===== src/common/piece_pkg.sv =====
`default_nettype none

package piece_pkg;

    ////////////////////////////////////////////////////////////////////////////
    // piece kinds and colours

    typedef enum logic [2:0] {
        PIECE_NONE   = 3'd0,
        PIECE_PAWN   = 3'd1,
        PIECE_KNIGHT = 3'd2,
        PIECE_BISHOP = 3'd3,
        PIECE_ROOK   = 3'd4,
        PIECE_QUEEN  = 3'd5,
        PIECE_KING   = 3'd6
    } piece_kind_t;

    typedef enum logic {
        COLOR_WHITE = 1'b0,
        COLOR_BLACK = 1'b1
    } color_t;

    // one square of the board, colour in the msb
    typedef struct packed {
        color_t      color;
        piece_kind_t kind;
    } square_t;

    localparam square_t EMPTY_SQUARE = '{color: COLOR_WHITE, kind: PIECE_NONE};

endpackage

`default_nettype wire

===== src/common/board_pkg.sv =====
`default_nettype none

package board_pkg;

    localparam int BOARD_DIM   = 8;
    localparam int NUM_SQUARES = 64;

    // row 0 is black's back rank, col 0 the a-file
    typedef struct packed {
        logic [2:0] row;
        logic [2:0] col;
    } coord_t;

    typedef piece_pkg::square_t [NUM_SQUARES-1:0] board_t; // index row*8 + col
    typedef piece_pkg::square_t [BOARD_DIM-1:0]   rank_t;

    typedef struct packed {
        logic left;
        logic right;
        logic up;
        logic down;
        logic center;
    } btn_t;

    typedef struct packed {
        logic               en;
        coord_t             addr;
        piece_pkg::square_t value;
    } board_wr_t;

    localparam logic [2:0] WHITE_PAWN_ROW = 3'd6;
    localparam logic [2:0] BLACK_PAWN_ROW = 3'd1;

    localparam coord_t CURSOR_START = '{row: 3'd6, col: 3'd4}; // e2

    ////////////////////////////////////////////////////////////////////////////
    // opening position

    // h-file first, a-file lands at index 0
    localparam piece_pkg::piece_kind_t [BOARD_DIM-1:0] BACK_KINDS = {
        piece_pkg::PIECE_ROOK,   piece_pkg::PIECE_KNIGHT, piece_pkg::PIECE_BISHOP,
        piece_pkg::PIECE_KING,   piece_pkg::PIECE_QUEEN,  piece_pkg::PIECE_BISHOP,
        piece_pkg::PIECE_KNIGHT, piece_pkg::PIECE_ROOK
    };

    function automatic rank_t fill_rank(piece_pkg::color_t side, logic back_rank);
        rank_t r;
        for (int i = 0; i < BOARD_DIM; i++) begin
            r[i].color = side;
            r[i].kind  = back_rank ? BACK_KINDS[i] : piece_pkg::PIECE_PAWN;
        end
        return r;
    endfunction

    // concatenation runs from row 7 down to row 0
    localparam board_t START_POSITION = {
        fill_rank(piece_pkg::COLOR_WHITE, 1'b1),
        fill_rank(piece_pkg::COLOR_WHITE, 1'b0),
        {(4*BOARD_DIM){piece_pkg::EMPTY_SQUARE}},
        fill_rank(piece_pkg::COLOR_BLACK, 1'b0),
        fill_rank(piece_pkg::COLOR_BLACK, 1'b1)
    };

endpackage

`default_nettype wire


===== src/hdl/chess_game.sv =====
`timescale 1ns/10ps
`default_nettype none

module chess_game (
    input  wire                  CLK,
    input  wire                  RESET,
    input  wire board_pkg::btn_t buttons,
    output board_pkg::board_t    board,
    output board_pkg::coord_t    cursor,
    output board_pkg::coord_t    selected,
    output logic                 hilite,
    output piece_pkg::color_t    side_to_move
);

    logic                 legal;
    board_pkg::board_wr_t wr;

    cursor_ctrl i_cursor_ctrl (
        .CLK     (CLK),
        .RESET   (RESET),
        .buttons (buttons),
        .cursor  (cursor)
    );

    // judged against the board as it stands now
    move_checker i_move_checker (
        .board        (board),
        .selected     (selected),
        .cursor       (cursor),
        .side_to_move (side_to_move),
        .legal        (legal)
    );

    move_sequencer i_move_sequencer (
        .CLK          (CLK),
        .RESET        (RESET),
        .center       (buttons.center),
        .cursor       (cursor),
        .board        (board),
        .legal        (legal),
        .selected     (selected),
        .hilite       (hilite),
        .side_to_move (side_to_move),
        .wr           (wr)
    );

    board_store i_board_store (
        .CLK   (CLK),
        .RESET (RESET),
        .wr    (wr),
        .board (board)
    );

endmodule

`default_nettype wire


===== src/game/board_store.sv =====
`timescale 1ns/10ps
`default_nettype none

module board_store (
    input  wire                       CLK,
    input  wire                       RESET,
    input  wire board_pkg::board_wr_t wr,
    output board_pkg::board_t         board
);

    logic [5:0] wr_index;

    assign wr_index = {wr.addr.row, wr.addr.col}; // row*8 + col

    ////////////////////////////////////////////////////////////////////////////
    // square register, one write per cycle

    always_ff @(posedge CLK or posedge RESET) begin
        if (RESET) begin
            board <= board_pkg::START_POSITION;
        end else if (wr.en) begin
            board[wr_index] <= wr.value;
        end
    end

endmodule

`default_nettype wire


===== src/game/move_sequencer.sv =====
`timescale 1ns/10ps
`default_nettype none

module move_sequencer (
    input  wire                     CLK,
    input  wire                     RESET,
    input  wire                     center,
    input  wire board_pkg::coord_t  cursor,
    input  wire board_pkg::board_t  board,
    input  wire                     legal,
    output board_pkg::coord_t       selected,
    output logic                    hilite,
    output piece_pkg::color_t       side_to_move,
    output board_pkg::board_wr_t    wr
);

    typedef enum logic [1:0] {
        ST_SELECT = 2'd0,
        ST_MOVE   = 2'd1,
        ST_WRITE  = 2'd2,
        ST_ERASE  = 2'd3
    } state_t;

    state_t             state;
    piece_pkg::square_t cur_sq;
    piece_pkg::square_t sel_sq;
    logic               own_piece;
    logic               do_move;
    logic               wr_en;
    board_pkg::coord_t  wr_addr;
    piece_pkg::square_t wr_value;

    assign cur_sq = board[{cursor.row, cursor.col}];
    assign sel_sq = board[{selected.row, selected.col}];

    assign own_piece = (cur_sq.kind != piece_pkg::PIECE_NONE)
                    && (cur_sq.color == side_to_move);
    assign do_move   = (state == ST_MOVE) && center && !own_piece && legal;

    ////////////////////////////////////////////////////////////////////////////
    // control FSM

    always_ff @(posedge CLK or posedge RESET) begin
        if (RESET) begin
            state        <= ST_SELECT;
            selected     <= board_pkg::CURSOR_START;
            hilite       <= 1'b0;
            side_to_move <= piece_pkg::COLOR_WHITE;
            wr_en        <= 1'b0;
        end else begin
            case (state)
                ST_SELECT: begin
                    if (center && own_piece) begin
                        selected <= cursor;
                        hilite   <= 1'b1;
                        state    <= ST_MOVE;
                    end
                end
                ST_MOVE: begin
                    if (center && own_piece) begin
                        selected <= cursor; // re-select, stay here
                    end else if (do_move) begin
                        wr_en <= 1'b1;
                        state <= ST_WRITE;
                    end
                end
                ST_WRITE: state <= ST_ERASE; // enable held for the erase
                ST_ERASE: begin
                    wr_en        <= 1'b0;
                    hilite       <= 1'b0;
                    side_to_move <= (side_to_move == piece_pkg::COLOR_WHITE) ?
                                    piece_pkg::COLOR_BLACK : piece_pkg::COLOR_WHITE;
                    state        <= ST_SELECT;
                end
                default: state <= ST_SELECT;
            endcase
        end
    end

    // write payload, target first then origin
    always_ff @(posedge CLK) begin
        if (do_move) begin
            wr_addr  <= cursor;
            wr_value <= sel_sq;
        end else if (state == ST_WRITE) begin
            wr_addr  <= selected;
            wr_value <= piece_pkg::EMPTY_SQUARE;
        end
    end

    assign wr = {wr_en, wr_addr, wr_value};

endmodule

`default_nettype wire


===== src/game/move_checker.sv =====
`timescale 1ns/10ps
`default_nettype none

module move_checker (
    input  wire board_pkg::board_t board,
    input  wire board_pkg::coord_t selected,
    input  wire board_pkg::coord_t cursor,
    input  wire piece_pkg::color_t side_to_move,
    output logic                   legal
);

    piece_pkg::square_t sel_sq;
    piece_pkg::square_t tgt_sq;
    piece_pkg::square_t mid_sq;
    logic signed [3:0]  d_row;
    logic signed [3:0]  d_col;
    logic signed [3:0]  fwd;
    logic signed [3:0]  fwd2;
    logic [3:0]         abs_row;
    logic [3:0]         abs_col;
    logic [2:0]         home_row;
    logic [2:0]         mid_row;
    logic               white;
    logic               tgt_empty;
    logic               opp_target;
    logic               own_target;
    logic               zero_move;
    logic               geom_ok;

    assign sel_sq = board[{selected.row, selected.col}];
    assign tgt_sq = board[{cursor.row, cursor.col}];

    // + means down the board / towards the h-file
    assign d_row   = $signed({1'b0, cursor.row}) - $signed({1'b0, selected.row});
    assign d_col   = $signed({1'b0, cursor.col}) - $signed({1'b0, selected.col});
    assign abs_row = d_row[3] ? -d_row : d_row;
    assign abs_col = d_col[3] ? -d_col : d_col;

    assign white    = (side_to_move == piece_pkg::COLOR_WHITE);
    assign fwd      = white ? -4'sd1 : 4'sd1; // white walks towards row 0
    assign fwd2     = white ? -4'sd2 : 4'sd2;
    assign home_row = white ? board_pkg::WHITE_PAWN_ROW : board_pkg::BLACK_PAWN_ROW;
    assign mid_row  = white ? selected.row - 3'd1 : selected.row + 3'd1;
    assign mid_sq   = board[{mid_row, selected.col}]; // square a double step passes

    assign tgt_empty  = (tgt_sq.kind == piece_pkg::PIECE_NONE);
    assign opp_target = !tgt_empty && (tgt_sq.color != side_to_move);
    assign own_target = !tgt_empty && (tgt_sq.color == side_to_move);
    assign zero_move  = (d_row == 4'sd0) && (d_col == 4'sd0);

    ////////////////////////////////////////////////////////////////////////////
    // per-kind geometry, paths of sliders are not checked

    always_comb begin
        case (sel_sq.kind)
            piece_pkg::PIECE_PAWN: begin
                geom_ok = (d_col == 4'sd0 && d_row == fwd && tgt_empty)
                       || (d_col == 4'sd0 && d_row == fwd2 && tgt_empty
                           && selected.row == home_row
                           && mid_sq.kind == piece_pkg::PIECE_NONE)
                       || (abs_col == 4'd1 && d_row == fwd && opp_target); // capture
            end
            piece_pkg::PIECE_KNIGHT: begin
                geom_ok = (abs_row == 4'd2 && abs_col == 4'd1)
                       || (abs_row == 4'd1 && abs_col == 4'd2);
            end
            piece_pkg::PIECE_BISHOP: geom_ok = (abs_row == abs_col);
            piece_pkg::PIECE_ROOK:   geom_ok = (d_row == 4'sd0) || (d_col == 4'sd0);
            piece_pkg::PIECE_QUEEN: begin
                geom_ok = (abs_row == abs_col) || (d_row == 4'sd0) || (d_col == 4'sd0);
            end
            piece_pkg::PIECE_KING: geom_ok = (abs_row <= 4'd1) && (abs_col <= 4'd1);
            default:               geom_ok = 1'b0; // nothing selected
        endcase
    end

    assign legal = geom_ok && !zero_move && !own_target;

endmodule

`default_nettype wire


===== src/hdl/cursor_ctrl.sv =====
`timescale 1ns/10ps
`default_nettype none

module cursor_ctrl (
    input  wire               CLK,
    input  wire               RESET,
    input  wire board_pkg::btn_t buttons,
    output board_pkg::coord_t cursor
);

    // one step per pulse, edges clamp
    always_ff @(posedge CLK or posedge RESET) begin
        if (RESET) begin
            cursor <= board_pkg::CURSOR_START;
        end else if (buttons.left) begin
            if (cursor.col != 3'd0) begin
                cursor.col <= cursor.col - 3'd1;
            end
        end else if (buttons.right) begin
            if (cursor.col != 3'd7) begin
                cursor.col <= cursor.col + 3'd1;
            end
        end else if (buttons.up) begin
            if (cursor.row != 3'd0) begin // up is towards black
                cursor.row <= cursor.row - 3'd1;
            end
        end else if (buttons.down) begin
            if (cursor.row != 3'd7) begin
                cursor.row <= cursor.row + 3'd1;
            end
        end
    end

endmodule

`default_nettype wire


===== config.mk =====
export PLATFORM = sky130hd
export DESIGN_NAME = chess_game
export DESIGN_NICKNAME = d
export VERILOG_FILES = /design/src/common/piece_pkg.sv /design/src/common/board_pkg.sv /design/src/hdl/chess_game.sv /design/src/game/board_store.sv /design/src/game/move_sequencer.sv /design/src/game/move_checker.sv /design/src/hdl/cursor_ctrl.sv
export SDC_FILE = /design/constraint.sdc
export NUM_CORES = 1
export LEC_CHECK = 0
export BUFFER_PORTS_ARGS = -buffer_cell sky130_fd_sc_hd__clkbuf_2
export CORE_AREA = 2 2 249 226
export CTS_CLUSTER_DIAMETER = 200
export DETAILED_ROUTE_END_ITERATION = 8
export DIE_AREA = 0 0 251 228
export SLEW_MARGIN = 20
export SYNTH_ARGS = -nofsm -noshare
export SYNTH_HDL_FRONTEND = slang
export SYNTH_SLANG_ARGS = --single-unit

===== constraint.sdc =====
create_clock -name CLK -period 12.1 [get_ports CLK]
set_input_delay 2.42 -clock CLK [delete_from_list [all_inputs] [get_ports CLK]]
set_output_delay 2.42 -clock CLK [all_outputs]
set_load 0.01 [all_outputs]

==> results.yml <==
sta:
  clock_skew_ns: 0.0396
  setup-tns-final_ns: 0
  setup_ws_ns: 6.67
  fin_crit_ns: 5.43
  finalHoldViolCount: 0
  rsz0062_at_grt: "no"
  drv_slew: 0
  relSlewSlack_pct: 15.8
  finalSetupViolations: 0
  period_share_pct: 44.9
  fmax_ghz: 0.184
  tightestPinTransition_ns: 1.26
run:
  maxCapViolCount: 0
worst_setup_path:
  worst_path_max_delay_cell: "dfrtp_4"
  cp.required_ns: 12.36
  critPathKind: "flop to flop"
  worstPathArrival_ns: 5.69
  cp_slowest_stage_delay_ns: 0.87
  endpoint_kind: "flop"
  start_kind: "flop"
  cp_max_fo: 43
  crit_chain: "buf_4 -> mux4_1 -> mux2i_1 -> a211oi_1 -> nor4_1 -> o41ai_1 -> o2bb2ai_1 -> o31ai_2 -> nand2b_1"
cts:
  clkTransAtPathRegs_ns: 0.07
  cts_sinks: 283
  insertion_delay_ns: 0.61
  cts.path.max_buffers: 3
  cts_hold_buf: 0
  cts-root-buf: "clkbuf_16"
  post_cts_buffers: 0
  htree_levels: 1
  ctsResizeCount: 0
  cts_tree: "yes"
  cts_inserted_buffers: 31
final_layout:
  antenna_cells: 0
  syn_to_final_growth_pct: 19.8
  nFillCells: 5390
  fin_util_pct: 35.3
  fin_nets: 1556
  drive_above_1_share_pct: 51.4
  layoutNonFillerInstCount: 2268
detailed_routing:
  wire_per_inst_um: 27.8
  drc: 0
  via_count: 12867
  first_pass_iters: 5
  finalWirelength_um: 63100
  postRouteAntennaNets: 0
  drt_iter0_drc: 1253
  viasPerCell: 5.67
synthesis:
  synth-edff-count: 10
  synthCells: 1282
  ys_ff_latch: 283
  async_reset_ff_share_pct: 96.5
  netlist_top_cells_area: "dfrtp_1, mux2_2, mux4_2, dfstp_2, nand2_1"
  syn_avg_cell_area_um2: 12.6
  synth.most_common_cell: "mux2_2"
  syn_area_um2: 16200
  synthDominantCellAreaShare_pct: 32.6
  synth.distinct_cells: 79
  yosysSeqAreaShare_pct: 44.5
  synth-main-ff-cell: "dfrtp_1"
  yosysTopAreaCell: "dfrtp_1"
  yosys-top-cells-count: "mux2_2, dfrtp_1, mux4_2, nand2_1, nor2_1"
  ys.warnings.count: 0
  syn_nets: 1309
die:
  die_w_um: 251
  coreArea_um2: 55000
  fp.dieH_um: 228
  io_pins: 277
  core.rowCount: 82
  initial_core_util_pct: 29.5
  dieArea_um2: 57200
global_route:
  grt_usage_pct: 21.6
  globalRouteOverflowTotal: 0
  grt_max_degree: 131
  grt_pass1_vias: 12943
  grt_pass1_wl_um: 92400
  antenna_found_initial: 2
placement:
  hpwl_um: 46400
  portBuffers: 276
  place_inst: 2210
  dp_slack_ns: 6.58
  gp_congestion: 0.938
outcome:
  outcome: "finished clean"
worst_hold_path:
  hp-class: "flop to flop"
power_and_ir_drop:
  p_leak_nw: 8.93
  power_mw: 4.85
  irDropWorstVdd_uv: 139
  power_density_nw_per_um2: 250
==> cells in the final DEF, fill, tap and decap left out, drive strengths merged, types with 19 or more instances in the layout <==
cell / Yosys / routed
clkbuf: 51 / 320
mux2: 279 / 279
dfrtp: 211 / 211
mux4: 87 / 87
nand2: 82 / 82
nor2: 79 / 79
dfstp: 62 / 62
nor4: 30 / 30
mux2i: 30 / 30
nor3: 28 / 28
a21oi: 27 / 27
inv: 24 / 27
o21ai: 20 / 20
buf: 30 / 19
==> sequential cells by signal, indices dropped and copies added, names as in the netlist <==
register and count:
i_move_sequencer.selected 6, i_board_store.board 256, i_move_sequencer.wr 10, i_move_sequencer.side_to_move 1, i_move_sequencer.wr_en 1, i_cursor_ctrl.cursor 6, i_move_sequencer.hilite 1, i_move_sequencer.state 2
==> path summary, 6_finish.rpt <==
path	startpoint	endpoint	cells after the start	slack (ns)
setup / recovery	i_move_sequencer.selected[0]	i_move_sequencer.wr[8]	9	6.67
hold / removal	i_move_sequencer.hilite	i_move_sequencer.hilite	2	0.55
setup reg to reg	i_move_sequencer.selected[0]	i_move_sequencer.wr[8]	9	6.67
hold reg to reg	i_move_sequencer.hilite	i_move_sequencer.hilite	2	0.55
max in group asynchronous	RESET	i_board_store.board[6]	4	7.71
min in group asynchronous	RESET	i_board_store.board[180]	2	2.00
==> per-stage QoR <==
step                      hold WS, ns  cell area [um2]
final                           0.555            19400
after global routing            0.589            19400
after CTS                       0.562            19400
after detailed placement        0.542            18300
after global placement          0.540            18300
after floorplan                 0.540            16200
==> cell families (layout without fill, tap and decap cells) <==
group | count (synthesis) | in the layout | synth area share [%]
AO/OA/AOI/OAI | 140 | 140 | 6.41
flip-flops | 283 | 283 | 44.5
XOR/XNOR | 14 | 14 | 0.756
AND/OR/NAND/NOR | 322 | 322 | 10.1
buffers and inverters | 107 | 379 | 2.99
adder cells (fa/ha/maj) | 20 | 20 | 1.77
multiplexers | 396 | 396 | 33.5
==> cell type report <==
class,count,area (um2),area share [%]
clock buffers,44,906,4.66
inverters,26,105,0.541
repair buffers,295,1520,7.84
clock inverters,14,254,1.31
flip-flops and latches,283,7220,37.2
multi-input cells,892,8530,43.9
well taps,714,893,4.60
==> power breakdown <==
| group | total (mW) | switching (mW) | internal [mW] | leakage, nW |
|---|---|---|---|---|
| Sequential | 1.59 | 0.426 | 1.17 | 3.63 |
| Combinational | 2.18 | 1.30 | 0.881 | 4.73 |
| Clock | 1.08 | 0.425 | 0.653 | 0.567 |
| Total | 4.85 | 2.15 | 2.70 | 8.93 |
==> metal layers <==
metal	share of wire (%)	track usage, %	vias up	wire [um]
li1	-	-	5416	-
met1	42	29.2	6695	26400
met2	47	34.4	641	29400
met3	7.9	4.50	113	5000
met4	3.6	7.61	2	2260
met5	0.017	0	-	11
==> worst max-delay path, delay by kind of cell (launching register included) <==
kind	cells	cell delay [ns]
AND/OR/NAND/NOR	2	1.25
AO/OA/AOI/OAI	4	1.11
flip-flops	1	0.87
buffers and inverters	1	0.77
multiplexers	2	1.02
Note: power is estimated with default switching activity, not from simulation.
